## config.mk

```make
export PLATFORM = sky130hd
export DESIGN_NAME = neopixel_top
export DESIGN_NICKNAME = d
export VERILOG_FILES = /design/src/common/neopixel_pkg.sv /design/src/hdl/neopixel_sequencer.sv /design/src/stream/neopixel_stream_ctrl.sv /design/src/hdl/neopixel_pixel_buffer.sv /design/src/hdl/neopixel_bit_encoder.sv /design/src/hdl/neopixel_top.sv
export VERILOG_INCLUDE_DIRS = /design/src /design/src/common
export SDC_FILE = /design/constraint.sdc
export NUM_CORES = 1
export LEC_CHECK = 0
export ABC_AREA = 0
export BUFFER_PORTS_ARGS = -buffer_cell sky130_fd_sc_hd__buf_4
export CAP_MARGIN = 20
export CORE_ASPECT_RATIO = 1.1
export CORE_MARGIN = 2
export CORE_UTILIZATION = 55
export CTS_BUF_LIST = sky130_fd_sc_hd__clkbuf_8
export CTS_CLUSTER_DIAMETER = 100
export DETAILED_ROUTE_END_ITERATION = 8
export GPL_TIMING_DRIVEN = 0
export MAX_ROUTING_LAYER = met4
export PLACE_DENSITY = 0.72
export SYNTH_ARGS = -nofsm -noshare
export SYNTH_HDL_FRONTEND = slang
export SYNTH_SLANG_ARGS = --single-unit
```

## constraint.sdc

```tcl
create_clock -name clk7mhz -period 5.2 [get_ports clk7mhz]
set_clock_uncertainty 0.05 [all_clocks]
set_input_delay 1.56 -clock clk7mhz [delete_from_list [all_inputs] [get_ports clk7mhz]]
set_output_delay 1.56 -clock clk7mhz [all_outputs]
set_load 0.1 [all_outputs]
```

## src/common/neopixel_cfg.svh

```systemverilog
`ifndef NEOPIXEL_CFG_SVH
`define NEOPIXEL_CFG_SVH

// highest index of the pixel buffer, so the buffer holds 16 pixels
`define NEOPIXEL_BUFFER_END 15
`define NEOPIXEL_BUFFER_BITS 4 // bits needed to address every buffer entry

// low gap after the last pixel, 350 cycles of 7 MHz is about 50 us
`define NEOPIXEL_RESET_CYCLES 350

// high time of one data bit in 7 MHz sub-steps out of 8
`define NEOPIXEL_T0H 2 // a zero bit is a short pulse
`define NEOPIXEL_T1H 5 // a one bit is a long pulse

`endif

```

## src/common/neopixel_pkg.sv

```systemverilog
`include "neopixel_cfg.svh"

package neopixel_pkg;

  // one pixel in GRB order, the MSB goes out first
  typedef logic [23:0] pixel_t;

  // address into the pixel buffer
  typedef logic [`NEOPIXEL_BUFFER_BITS-1:0] pixel_index_t;

  // line state as seen by the sequencer
  typedef enum logic [1:0] {
    IDLE     = 2'd0, // line held low and nothing is counted
    TRANSMIT = 2'd1, // pixels are being shifted out
    RESET    = 2'd2  // low gap that latches the frame in the LEDs
  } neopixel_state_e;

  // control levels set by the host
  typedef struct packed {
    logic init;   // holds the engine and rewinds the counters
    logic run;    // lets frames repeat for as long as it stays high
    logic limit;  // ends the frame at reg_max instead of the buffer end
    logic mode32; // sends every fourth entry only
  } neopixel_ctrl_t;

  // where the stream is, handed from the stream controller to the encoder
  typedef struct packed {
    logic       active;            // a bit is on the line this cycle
    logic [2:0] bit_pattern_index; // sub-step inside the bit, counts 0 to 7
    logic [4:0] pixel_bit_index;   // bit inside the pixel, counts 0 to 23
  } stream_pos_t;

endpackage

```

## src/hdl/neopixel_sequencer.sv

```systemverilog
`timescale 1ns/1ns
`include "neopixel_cfg.svh"

module neopixel_sequencer (
  input  logic                          clk7mhz,
  input  logic                          rst_n,
  input  neopixel_pkg::neopixel_ctrl_t  ctrl,
  input  logic                          stream_pixel_of, // last bit of the last pixel
  output neopixel_pkg::neopixel_state_e state
);

  import neopixel_pkg::*;

  // the gap counter only needs to reach NEOPIXEL_RESET_CYCLES-1
  logic [$clog2(`NEOPIXEL_RESET_CYCLES)-1:0] gap_cnt;
  logic gap_expired; // last cycle of the low gap
  logic enabled;     // host lets the line run

  assign enabled     = ctrl.run && !ctrl.init;
  assign gap_expired = (gap_cnt == `NEOPIXEL_RESET_CYCLES - 1);

  always_ff @(posedge clk7mhz) begin
    if (!rst_n) begin
      state <= IDLE;
    end else if (!enabled) begin
      state <= IDLE; // init high or run low wins over every state
    end else begin
      case (state)
        IDLE: begin
          state <= TRANSMIT; // start sending on the cycle after run rises
        end
        TRANSMIT: begin
          if (stream_pixel_of) state <= RESET; // frame is out, hold the line low
        end
        RESET: begin
          if (gap_expired) state <= TRANSMIT; // repeat the frame
        end
        default: begin
          state <= IDLE;
        end
      endcase
    end
  end

  // counts the cycles spent in RESET and starts from zero on every entry
  always_ff @(posedge clk7mhz) begin
    if (!rst_n || state != RESET) gap_cnt <= '0;
    else gap_cnt <= gap_cnt + 1'b1;
  end

  // the low gap always lasts its full length before the next frame
  a_full_gap: assert property (@(posedge clk7mhz) disable iff (!rst_n)
    (state == TRANSMIT && $past(state) == RESET)
      |-> $past(state == RESET, `NEOPIXEL_RESET_CYCLES))
    else $error("sequencer left the reset gap early");

endmodule

```

## src/stream/neopixel_stream_ctrl.sv

```systemverilog
`timescale 1ns/1ns
`include "neopixel_cfg.svh"

module neopixel_stream_ctrl (
  input  logic                          clk7mhz,
  input  logic                          rst_n,
  input  neopixel_pkg::neopixel_ctrl_t  ctrl,
  input  neopixel_pkg::neopixel_state_e state,
  input  logic [12:0]                   reg_max, // only the low index bits matter
  output neopixel_pkg::stream_pos_t     pos,
  output neopixel_pkg::pixel_index_t    pixel_index, // read address into the buffer
  output logic                          stream_pixel_of
);

  import neopixel_pkg::*;

  logic [2:0]   bit_pattern_index; // sub-step inside the current bit
  logic [4:0]   pixel_bit_index;   // bit inside the current pixel
  logic         stream_output;     // a bit is being sent this cycle
  logic         stream_pattern_of; // last sub-step of a bit
  logic         stream_bit_of;     // last sub-step of the last bit of a pixel
  logic         stream_pixel_last; // current pixel is the final one of the frame
  pixel_index_t pixel_index_max;   // final index of the frame
  pixel_index_t pixel_index_equiv; // index as compared against the limit

  assign stream_output     = ctrl.run && !ctrl.init && state == TRANSMIT;
  assign stream_pattern_of = stream_output && bit_pattern_index == 3'd7;
  assign stream_bit_of     = stream_pattern_of && pixel_bit_index == 5'd23;

  // with limit set the host picks the end, otherwise the whole buffer goes out
  assign pixel_index_max = ctrl.limit ? reg_max[`NEOPIXEL_BUFFER_BITS-1:0]
                                      : pixel_index_t'(`NEOPIXEL_BUFFER_END);

  // in 32-bit mode the index moves in steps of four, so the top of each
  // group of four is what meets the limit
  assign pixel_index_equiv = ctrl.mode32 ? {pixel_index[`NEOPIXEL_BUFFER_BITS-1:2], 2'b11}
                                         : pixel_index;

  assign stream_pixel_last = (pixel_index_equiv == pixel_index_max);
  assign stream_pixel_of   = stream_bit_of && stream_pixel_last;

  assign pos = '{active:            stream_output,
                 bit_pattern_index: bit_pattern_index,
                 pixel_bit_index:   pixel_bit_index};

  // eight sub-steps make one bit and the counter simply wraps
  always_ff @(posedge clk7mhz) begin
    if (!rst_n || ctrl.init) bit_pattern_index <= '0;
    else if (stream_output) bit_pattern_index <= bit_pattern_index + 3'd1;
  end

  always_ff @(posedge clk7mhz) begin
    if (!rst_n || ctrl.init) begin
      pixel_bit_index <= '0;
    end else if (stream_pattern_of) begin
      pixel_bit_index <= stream_bit_of ? 5'd0 : pixel_bit_index + 5'd1; // 24 bits a pixel
    end
  end

  always_ff @(posedge clk7mhz) begin
    if (!rst_n || ctrl.init) begin
      pixel_index <= '0; // next frame starts again at the first pixel
    end else if (stream_bit_of) begin
      if (stream_pixel_last) begin
        pixel_index <= '0; // frame ends here and the sequencer starts the gap
      end else begin
        pixel_index <= ctrl.mode32 ? pixel_index + 4'd4 : pixel_index + 4'd1;
      end
    end
  end

  a_bit_range: assert property (@(posedge clk7mhz) disable iff (!rst_n)
    pixel_bit_index <= 5'd23)
    else $error("pixel bit index ran past the last bit of a pixel");

endmodule

```

## src/hdl/neopixel_pixel_buffer.sv

```systemverilog
`timescale 1ns/1ns
`include "neopixel_cfg.svh"

module neopixel_pixel_buffer (
  input  logic                       clk7mhz,
  input  logic                       wr_en,   // one-cycle write strobe from the host
  input  neopixel_pkg::pixel_index_t wr_addr,
  input  neopixel_pkg::pixel_t       wr_data,
  input  neopixel_pkg::pixel_index_t rd_addr, // follows the stream position
  output neopixel_pkg::pixel_t       rd_data  // valid one cycle after rd_addr
);

  import neopixel_pkg::*;

  // one entry per pixel of the chain
  pixel_t mem [0:`NEOPIXEL_BUFFER_END];

  // host writes land on the clock edge and are seen by the next read of that entry
  always_ff @(posedge clk7mhz) begin
    if (wr_en) begin
      mem[wr_addr] <= wr_data;
    end
  end

  // registered read port
  // the encoder delays the stream position by one cycle to match this stage
  always_ff @(posedge clk7mhz) begin
    rd_data <= mem[rd_addr];
  end

  // a write and a read of the same entry in the same cycle returns the old
  // pixel, which only matters if the host writes during transmit

  // the read address only changes on a pixel boundary, so one pixel stays
  // on rd_data for all 192 cycles it is on the line

  // 32-bit mode skips entries through the index step and not through
  // the address mapping here, so the buffer stays a plain memory

  // since there is no handshake the host may write at any time and the
  // line keeps running from whatever the memory holds

  // sized to fit a block of distributed RAM in most FPGA families
  // with a single clock domain for both ports

endmodule

```

## src/hdl/neopixel_bit_encoder.sv

```systemverilog
`timescale 1ns/1ns
`include "neopixel_cfg.svh"

module neopixel_bit_encoder (
  input  logic                      clk7mhz,
  input  logic                      rst_n,
  input  neopixel_pkg::stream_pos_t pos,      // stream position from the controller
  input  neopixel_pkg::pixel_t      pixel,    // buffer read data, one cycle late
  input  logic                      pixel_of, // last sub-step of the frame
  output logic                      dout,     // serial line to the LED chain
  output logic                      frame_done
);

  import neopixel_pkg::*;

  stream_pos_t pos_q;      // position lined up with the buffer read data
  logic        pixel_of_q;
  logic [4:0]  bit_sel;    // pixel bit on the line, MSB first
  logic        bit_value;
  logic [2:0]  high_steps; // sub-steps the line stays high for this bit

  // one stage so the position matches the registered buffer read
  always_ff @(posedge clk7mhz) begin
    if (!rst_n) begin
      pos_q      <= '0;
      pixel_of_q <= 1'b0;
    end else begin
      pos_q      <= pos;
      pixel_of_q <= pixel_of;
    end
  end

  assign bit_sel    = 5'd23 - pos_q.pixel_bit_index; // bit 23 of GRB goes out first
  assign bit_value  = pixel[bit_sel];
  assign high_steps = bit_value ? 3'(`NEOPIXEL_T1H) : 3'(`NEOPIXEL_T0H);

  // line is high at the start of each bit and low whenever nothing is sent
  always_ff @(posedge clk7mhz) begin
    if (!rst_n) begin
      dout       <= 1'b0;
      frame_done <= 1'b0;
    end else begin
      dout       <= pos_q.active && (pos_q.bit_pattern_index < high_steps);
      frame_done <= pixel_of_q; // lags the frame end by the same two cycles as dout
    end
  end

  // every frame ends with one sub-step of the low tail of its last bit
  a_done_low: assert property (@(posedge clk7mhz) disable iff (!rst_n)
    frame_done |-> !dout)
    else $error("frame done pulse while the line is high");

endmodule

```

## src/hdl/neopixel_top.sv

```systemverilog
`timescale 1ns/1ns

module neopixel_top (
  input  logic                         clk7mhz,
  input  logic                         rst_n,
  input  neopixel_pkg::neopixel_ctrl_t ctrl,    // host control levels
  input  logic [12:0]                  reg_max, // software frame limit
  input  logic                         wr_en,
  input  neopixel_pkg::pixel_index_t   wr_addr,
  input  neopixel_pkg::pixel_t         wr_data,
  output logic                         dout,    // serial line to the LEDs
  output logic                         frame_done
);

  import neopixel_pkg::*;

  neopixel_state_e state;           // sequencer state seen by the stream controller
  logic            stream_pixel_of; // end of frame from the stream controller
  pixel_index_t    pixel_index;     // buffer read address
  stream_pos_t     pos;             // stream position for the encoder
  pixel_t          rd_data;         // pixel currently being shifted out

  // decides when the line sends, rests in the gap or sits idle
  neopixel_sequencer neopixel_sequencer_i (
    .clk7mhz         (clk7mhz),
    .rst_n           (rst_n),
    .ctrl            (ctrl),
    .stream_pixel_of (stream_pixel_of),
    .state           (state)
  );

  // producer side, walks sub-steps, bits and pixels
  neopixel_stream_ctrl neopixel_stream_ctrl_i (
    .clk7mhz         (clk7mhz),
    .rst_n           (rst_n),
    .ctrl            (ctrl),
    .state           (state),
    .reg_max         (reg_max),
    .pos             (pos),
    .pixel_index     (pixel_index),
    .stream_pixel_of (stream_pixel_of)
  );

  neopixel_pixel_buffer neopixel_pixel_buffer_i (
    .clk7mhz (clk7mhz),
    .wr_en   (wr_en),
    .wr_addr (wr_addr),
    .wr_data (wr_data),
    .rd_addr (pixel_index),
    .rd_data (rd_data)
  );

  // consumer side, turns each bit into a short or long pulse
  neopixel_bit_encoder neopixel_bit_encoder_i (
    .clk7mhz    (clk7mhz),
    .rst_n      (rst_n),
    .pos        (pos),
    .pixel      (rd_data),
    .pixel_of   (stream_pixel_of),
    .dout       (dout),
    .frame_done (frame_done)
  );

endmodule

```

# ---- Word level (Yosys, flattened, before mapping)
# Memory sizes are Yosys's and may differ from the RTL's. A register that Yosys moved wholly into a read port is not among the register bits.
# Cells that the tools add are included.
dict set report word_totals {
  register_bits 35
  ram_bits 384
  input_bits 48
  output_inout_bits 2
  wordCells 55
  n_memories 1
}
# name depth word_bits rd rd_clocked_by_memory_dff wr line
set mem_list {}
lappend mem_list {neopixel_pixel_buffer_i.mem 16 24 1 1 1 neopixel_pixel_buffer.sv:16} ;# pixel_t mem [0:`NEOPIXEL_BUFFER_END];
dict set report classes {
  n_addsub 6
  magnitude_cmp 2
  n_eq_ne 9
  muxes 13
  reduce_logical 13
}
# operator n
set op_table {}
lappend op_table {{two-way mux 4 bit} 3}
lappend op_table {{adder 9 x 1 -> 9 bit, second input constant} 1}
lappend op_table {{equality test 9 bit, second input constant} 1}
lappend op_table {{logical AND 1 bit} 6}
lappend op_table {{less-than comparator 5 x 6 -> 1 bit, second input constant} 1}
lappend op_table {{two-way mux 2 bit} 3}
lappend op_table {{one-hot mux 2 bit (3 select lines)} 1}
lappend op_table {{adder 5 x 1 -> 5 bit, second input constant} 1}
lappend op_table {{binary-select mux 1 bit (select 5 bit)} 1}
lappend op_table {{equality test 5 bit, second input constant} 1}
lappend op_table {{two-way mux 5 bit} 1}
lappend op_table {{subtractor 5 bit, first input constant} 1}
lappend op_table {{adder 4 x 1 -> 4 bit, second input constant} 1}
lappend op_table {{adder 4 x 3 -> 4 bit, second input constant} 1}
lappend op_table {{equality test 4 bit} 1}
lappend op_table {{inequality test 2 x 1 -> 1 bit, second input constant} 2}
lappend op_table {{AND reduction 2 bit} 2}
lappend op_table {{adder 3 x 1 -> 3 bit, second input constant} 1}
lappend op_table {{equality test 3 bit, second input constant} 1}
lappend op_table {{less-than comparator 3 bit} 1}
lappend op_table {{two-way mux 1 bit} 3}
lappend op_table {{two-way mux 3 bit} 1}
lappend op_table {{equality test 2 x 1 -> 1 bit, second input constant} 1}
lappend op_table {{equality test 2 bit, second input constant} 1}
lappend op_table {{4 further kinds} 6}

# ---- Longest topological paths before layout
# Gate-level depths: netlist (run 1).
dict set report depth {
  depth_word 8
  mapped_depth 10
  mapped_depth_nobuf 9
}

# ---- By module
# From an unflattened synthesis (run 1), not the netlist that was laid out.
dict set report hier_totals {
  hier_cells 847
  area_unflattened_um2 16809.9
}
# mod n_inst cells_each area_each_um2 seq_area_each_um2
set by_module_without_submodules {}
lappend by_module_without_submodules {neopixel_pixel_buffer 1 636 14930.6 12011.5}
lappend by_module_without_submodules {neopixel_stream_ctrl 1 95 779.5 240.2}
lappend by_module_without_submodules {neopixel_bit_encoder 1 63 619.3 240.2}
lappend by_module_without_submodules {neopixel_sequencer 1 53 480.5 220.2}

# ---- Worst setup path after synthesis (run 1)
# Ideal clock, no wire load.
dict set report synth_timing {
  kind {input -> register}
  from {input port wr_addr[2]}
  to {memory neopixel_pixel_buffer_i.mem[0][0] in the netlist's numbering (enable)}
  setup_ps 435
  arrival_ps 3742
  required_time_ps 4715
  setup_slack_ps 973
  path_stages 2
  n_path_buf 0
  cell_sequence {or3b_2 > nor3_1}
}
# item line
set synth_rtl {}
lappend synth_rtl {{from (decl)} neopixel_top.sv:9} ;# input neopixel_pkg::pixel_index_t wr_addr,
lappend synth_rtl {{to (decl)} neopixel_pixel_buffer.sv:16}
# Straight into the memory's write port.

# ---- Final worst setup path (run 1)
dict set report layout_timing {
  from {input port wr_addr[2]}
  to {memory neopixel_pixel_buffer_i.mem[0][17] in the netlist's numbering (enable)}
}
# Straight into the memory's write port.

==> results of run 1 <==
==> logic make-up after synthesis <==
| logic type | share of synthesized area |
|---|---|
| xor gates and xnor gates | 0.004685 |
| muxes | 0.1710 |
| and+or+nand+nor | 0.03383 |
| buffers and inverters | 0.01428 |
| DFF | 0.7555 |
| AOI/OAI and AO/OA | 0.01472 |
| adders and majority gates | 0.005949 |
==> power groups by stage <==
stage | Combinational, mW | Clock, mW | Sequential [mW]
6_report | 0.162 | 2.68 | 3.94
5_1_grt | 0.173 | 2.88 | 3.95
4_1_cts | 0.162 | 2.73 | 3.94
3_5_place_dp | 0.162 | 0 | 4.02
3_3_place_gp | 0.131 | 0 | 4.01
2_1_floorplan | 0.0555 | 0 | 4.01
==> stage by stage <==
stage	utilization	std cells
after floorplan	-	777
final	0.6429	1380
after CTS	0.6428	1379
after global placement	0.5828	1230
after global routing	0.6429	1380
after detailed placement	0.6006	1254
==> placed cells by master (no fill, tap or decap), types with 11 or more instances in the layout <==
cell and count:
edfxtp_1 384, mux4_2 116, clkbuf_8 72, dfxtp_1 59, buf_4 42, inv_1 32
buf_6 19, nor2_1 18, mux2i_1 16, nand2_1 13, and2_1 13, nor2_4 12
clkinv_2 12, clkbuf_1 11, clkinv_1 11
==> layer usage <==
metal	up-vias	routed length [µm]	GRT usage
met5	-	0	-
li1	3507	-	-
met3	97	2618	0.04803
met1	4323	12980	0.2888
met2	434	19860	0.4248
met4	0	1299	0.1029
==> worst min-delay path by stage <==
stage,startpoint,endpoint,slack [ns],cells past startpoint
global placement,neopixel_bit_encoder_i.pixel_of_q$_SDFF_PN0_,neopixel_bit_encoder_i.frame_done$_SDFF_PN0_,0.37,1
CTS,neopixel_bit_encoder_i.pixel_of_q$_SDFF_PN0_,neopixel_bit_encoder_i.frame_done$_SDFF_PN0_,0.39,1
detailed placement,neopixel_bit_encoder_i.pixel_of_q$_SDFF_PN0_,neopixel_bit_encoder_i.frame_done$_SDFF_PN0_,0.39,1
finish,neopixel_bit_encoder_i.pixel_of_q$_SDFF_PN0_,neopixel_bit_encoder_i.frame_done$_SDFF_PN0_,0.40,1
floorplan,neopixel_bit_encoder_i.pixel_of_q$_SDFF_PN0_,neopixel_bit_encoder_i.frame_done$_SDFF_PN0_,0.36,1
global route,neopixel_bit_encoder_i.pixel_of_q$_SDFF_PN0_,neopixel_bit_encoder_i.frame_done$_SDFF_PN0_,0.41,1
==> state kept, by name, summed over array words and instances (netlist names) <==
name                                      count
neopixel_bit_encoder_i.pos_q                  9
neopixel_bit_encoder_i.pixel_of_q             1
neopixel_stream_ctrl_i.bit_pattern_index      3
neopixel_sequencer_i.state                    2
neopixel_sequencer_i.gap_cnt                  9
neopixel_stream_ctrl_i.pixel_index            4
neopixel_bit_encoder_i.frame_done             1
neopixel_pixel_buffer_i.mem                 384
neopixel_stream_ctrl_i.pixel_bit_index        5
neopixel_pixel_buffer_i.rd_data              24
neopixel_bit_encoder_i.dout                   1
==> final cells by class <==
cell class	count	area, µm²	share of cell area
antenna	1	2.502	0.0001286
clock inverter	53	286.5	0.01473
tap	414	518.0	0.02663
sequential	443	12710	0.6534
inverter	10	37.54	0.001929
buffer	31	202.7	0.01042
timing repair buffer	63	720.7	0.03704
clock buffer	72	991.0	0.05094
multi-input combinational	293	3984	0.2048
==> impl_metrics.toml, run 1 <==
[job]
drv_cap = 0

[critical_path]
crit_chain = "buf_4 > or3b_2 > nor3_2 > buf_6 > buf_6"
timing.rr.end = "neopixel_bit_encoder_i.dout$_SDFF_PN0_"
cp-start-kind = "input pin"
crit_slowest_cell = "or3b_2"
crit_start = "wr_addr[2]"
cp_max_fo = 8
r2r_start = "neopixel_bit_encoder_i.pos_q[0]$_SDFF_PN0_"
r2r_slack_ns = 2.26
crit_required_ns = 5.43
crit_cells = 5
critical_path.top_delay_family = "simple AND/OR/NAND/NOR gates"
cp.arrival_ns = 3.24
slowest_delay_ns = 0.58
worstSetupEndpoint = "neopixel_pixel_buffer_i.mem[0][17]$_DFFE_PP_"
end_kind = "flop"
critical_path_class = "input pin to flop"
cp_common_cell = "buf_6"
worstRegToRegCells = 9
critical_path_buf_inv_count = 3

[pwr]
p_sw_mw = 1.409
power_density_mw_per_mm2 = 348.9
p_int_mw = 5.379
leakagePower_nw = 6.230
seq_power_share = 0.581
switching_share = 0.2075
p_comb_frac = 0.024
p_clk_frac = 0.395
p_total_mw = 6.787
ir_drop_mv = 0.1311

[logic_synthesis]
synthTopCellsByArea = "edfxtp_1 69%, mux4_2 16%, dfxtp_1 7.0%"
synth_edf_count = 384
synth_cells = 777
ys_seq_area_frac = 0.7555
yosys_warnings = 0
ys_types = 48
synth_top_flop_cell = "edfxtp_1"
avgSynthCellArea_um2 = 21.66
yosys.area.top_type = "edfxtp_1"
netlist_top_cells_count = "384 x edfxtp_1, 116 x mux4_2, 59 x dfxtp_1"
synth_seq_cells = 443
synth_area_mm2 = 0.01683
synth.net_count = 833
synth_most_common_cell = "edfxtp_1"
synth-async-reset-ratio = 0
synth_top_area_share = 0.6853

[sta]
fmax_mhz = 332.8
hold_viol_final = 0
holdWs_ns = 0.3962
setup_tns_ns = 0
fin_crit_sh = 0.5779
slew_headroom = 0.3815
slew_viol_final = 0
worst_pin_slew_ns = 0.9278
setup_viol_count_final = 0
setup_slack_ns = 2.195
rsz0062_at_grt = "no"
final.min_clock_period_ns = 3.005

[global_route]
grt_pass1_vias = 8958
antenna_found_initial = 1
grt_max_degree = 21
grt-ovfl-total = 0
grt_pass1_wl_um = 54740
grt_use_total = 0.2486

[detailed_routing]
via_per_inst = 6.059
firstDrtPassIters = 5
ant_nets = 0
drc = 0
post_drt_wl_per_cell_um = 26.64
vias = 8361
routed_wl_um = 36760
drt-initial-drc-count = 876

[clock_network]
clock_sinks = 443
cts_inserted_buffers = 68
clkSlewWorstSetupHoldPaths_ns = 0.06
clk_path_buf_depth = 3
post_cts_resized = 0
cts_root_buffer = "clkbuf_8"
hold_buffers = 0
clock_latency_ns = 0.60
cts_htree_levels = 3
cts_tree = "built"
cts_setup_buffers = 0

[place]
post-place-ws_ns = 1.618
hpwl_um = 23630
dpl_cell_area_mm2 = 0.01817
io_buffer_count = 39
place_congestion = 0.8782

[die]
ios = 50
start_util = 0.5560
core_area_mm2 = 0.03026
num_rows = 67
die_h_um = 187.4
fp.dieW_um = 170.8
die_area_mm2 = 0.03201

[final_layout]
stdcell_area_mm2 = 0.01945
finalNetCount = 966
drive_above_1_share = 0.3233
n_fill_cell = 1951
syn_to_final_growth_pct = 15.62

[outcome]
status = "completed"

[min_path]
hp-class = "flop to flop"
No activity file was read; power rests on OpenSTA's default activity.
==> run 2: changes to the inputs <==
--- a/config.mk
+++ b/config.mk
@@ -6,7 +6,7 @@
 export SDC_FILE = /design/constraint.sdc
 export NUM_CORES = 1
 export LEC_CHECK = 0
-export ABC_AREA = 0
+export ABC_AREA = 1
 export BUFFER_PORTS_ARGS = -buffer_cell sky130_fd_sc_hd__buf_4
 export CAP_MARGIN = 20
 export CORE_ASPECT_RATIO = 1.1
@@ -17,7 +17,7 @@
 export DETAILED_ROUTE_END_ITERATION = 8
 export GPL_TIMING_DRIVEN = 0
 export MAX_ROUTING_LAYER = met4
-export PLACE_DENSITY = 0.72
+export PLACE_DENSITY = 0.75
 export SYNTH_ARGS = -nofsm -noshare
 export SYNTH_HDL_FRONTEND = slang
 export SYNTH_SLANG_ARGS = --single-unit
==> constraint.sdc (replaced) <==
create_clock -name clk7mhz -period 2.6 [get_ports clk7mhz]
set_clock_uncertainty 0.05 [all_clocks]
set_input_delay 0.78 -clock clk7mhz [delete_from_list [all_inputs] [get_ports clk7mhz]]
set_output_delay 0.78 -clock clk7mhz [all_outputs]
set_load 0.1 [all_outputs]
==> run 2 against run 1 <==
Compared with the run above:
- critical path depth stayed put
- clock power is 110% higher
- routed wire length is 27% higher
- sequential cell count stayed put
- sequential share of layout area is 1.8 points lower
- register-to-register slack worse by 2.2 ns
- first-iteration DRC count is 95% higher
- critical path type is now flop to flop
- synthesized cell count is 67% higher
- global-route usage is 4.1 points higher
==> impl_metrics.toml, run 2 <==
[outcome]
status = "completed"

[final_layout]
top_regs = "neopixel_pixel_buffer_i.mem x384, neopixel_pixel_buffer_i.rd_data x24"
syn_to_final_growth_pct = 14.11
antenna-diode-count = 0
largest_reg_flops = 384
regMostFlops = "neopixel_pixel_buffer_i.mem"
layout_common_cells = "384 x edfxtp_1, 185 x nor2_1, 126 x o21ai_0"
finalNetCount = 1478
layout_commonest_cell = "edfxtp_1"
fin_util = 0.6367
stdcell_area_mm2 = 0.01999
drive_above_1_share = 0.1599

[global_route]
grt_use_total = 0.2895
grt_pass1_vias = 11345
grt_max_degree = 25
grt_pass1_wl_um = 68250
antenna_found_initial = 0
grt-ovfl-total = 0

[die]
die_h_um = 191.2
core_area_mm2 = 0.03140
start_util = 0.5580
ios = 50
fp.dieW_um = 174.2
num_rows = 68
die_area_mm2 = 0.03330

[logic_synthesis]
synth-simple-area-share = 0.09920
muxShareOfSynthArea = 0.03085
synth_compound_area_frac = 0.1002
netlist_top_cells_count = "384 x edfxtp_1, 201 x nor2_1, 126 x o21ai_0"
synth_seq_cells = 443
synth_fa_ha_area_frac = 0.005713
synth.net_count = 1357
synth_top_area_share = 0.6582
synthTopCellsByArea = "edfxtp_1 66%, dfxtp_1 6.7%, nor2_1 4.3%"
synth_cells = 1301
synth_top_family_by_area = "compound AO/OA/AOI/OAI gates"
synth-xor-area-share = 0.003500
yosys.area.top_type = "edfxtp_1"
synth_most_common_cell = "edfxtp_1"
synth_top_flop_cell = "edfxtp_1"
synth-async-reset-ratio = 0
ys_types = 37
synth_area_mm2 = 0.01752
synth_edf_count = 384
avgSynthCellArea_um2 = 13.47
ys_seq_area_frac = 0.7256
yosys_warnings = 0

[critical_path]
crit_required_ns = 3.03
cp.arrival_ns = 2.95
critical_path_class = "flop to flop"
cp-start-kind = "flop"
cp_common_cell = "clkbuf_1"
slowest_delay_ns = 0.79
r2r_slack_ns = 0.09
cp_max_fo = 10
crit_slowest_cell = "clkbuf_1"
worstRegToRegCells = 5
crit_chain = "clkbuf_1 > clkbuf_1 > o221ai_1 > nand3_1 > nand2_1"
critical_path_buf_inv_count = 2
crit_cells = 5
end_kind = "flop"
critical_path.top_delay_family = "buffers and inverters"

[sta]
setup_slack_ns = 0.08754
fin_crit_sh = 0.9663
setup_viol_count_final = 0
rsz0062_at_grt = "no"
setup_tns_ns = 0
slew_viol_final = 0
fmax_mhz = 398.0
slew_headroom = 0.2950
worst_pin_slew_ns = 1.055
hold_viol_final = 0
final.min_clock_period_ns = 2.512

[pwr]
ir_drop_mv = 0.5176
power_density_mw_per_mm2 = 689.8
p_total_mw = 13.79
leakagePower_nw = 6.601

[detailed_routing]
via_per_inst = 6.137
drt-initial-drc-count = 1711
post_drt_wl_per_cell_um = 24.58
vias = 11636
firstDrtPassIters = 6
drc = 0
ant_nets = 0
routed_wl_um = 46600

[clock_network]
cts_tree = "built"
clock_sinks = 443
cts_setup_buffers = 0
hold_buffers = 0
clk_path_buf_depth = 3
clkSlewWorstSetupHoldPaths_ns = 0.06
cts_htree_levels = 3
cts_inserted_buffers = 70
post_cts_resized = 0
cts_root_buffer = "clkbuf_8"
clock_latency_ns = 0.62

[place]
hpwl_um = 28840
place_congestion = 0.9303
io_buffer_count = 40
dpl_cell_area_mm2 = 0.01868
post-place-ws_ns = -0.05246

[job]
drv_cap = 0

[min_path]
hp-class = "input pin to flop"
whs_path_depth = 3
run 2: metrics by stage:
step / std cells / hold WS (ns)
2_1_floorplan: 1301 / 0.3405
3_3_place_gp: 1761 / 0.3469
3_5_place_dp: 1770 / 0.3558
4_1_cts: 1896 / 0.3474
5_1_grt: 1896 / 0.3708
6_report: 1896 / 0.3582
run 2: area by class of cell:
type,instances,area [µm²]
Buffer,75,454.2
Clock buffer,74,1018
Inverter,42,157.7
Fill cell,2247,11400
Clock inverter,52,289.0
Sequential cell,443,12710
Tap cell,420,525.5
Timing Repair Buffer,49,518.0
Multi-Input combinational cell,741,4315
run 2: final timing paths:
kind                                                            from                                           end
setup reg to reg  neopixel_stream_ctrl_i.pixel_index[2]$_SDFFE_PP0P_    neopixel_pixel_buffer_i.rd_data[4]$_DFF_P_
hold reg to reg         neopixel_bit_encoder_i.pixel_of_q$_SDFF_PN0_  neopixel_bit_encoder_i.frame_done$_SDFF_PN0_
setup / recovery  neopixel_stream_ctrl_i.pixel_index[2]$_SDFFE_PP0P_    neopixel_pixel_buffer_i.rd_data[4]$_DFF_P_
hold / removal                                                 rst_n  neopixel_bit_encoder_i.pixel_of_q$_SDFF_PN0_
run 2: where the power goes:
group	internal (mW)	switching [mW]	total [mW]
clock network	2.86	2.74	5.61
logic	0.0821	0.215	0.297
registers	7.85	0.0345	7.89
total	10.8	2.99	13.8
run 2: logic make-up after synthesis:
family / Yosys count
and+or+nand+nor: 396
adders and majority gates: 8
buffers and inverters: 117
AOI/OAI and AO/OA: 276
muxes: 54
xor gates and xnor gates: 7
DFF: 443
run 2: worst register-to-register path: cells and delay by family (launching register included):
family	cells	cell delay [ns]
compound gates	1	0.27
flops	1	0.36
buf+inv	2	1.44
simple gates	2	0.26
run 2: layer usage:
| metal | global-route usage | vias to the layer above | wire, µm |
|---|---|---|---|
| li1 | - | 5064 | - |
| met1 | 0.3714 | 5656 | 17400 |
| met2 | 0.4556 | 768 | 22010 |
| met3 | 0.05668 | 148 | 5231 |
| met4 | 0.1244 | 0 | 1960 |
| met5 | - | - | 0 |
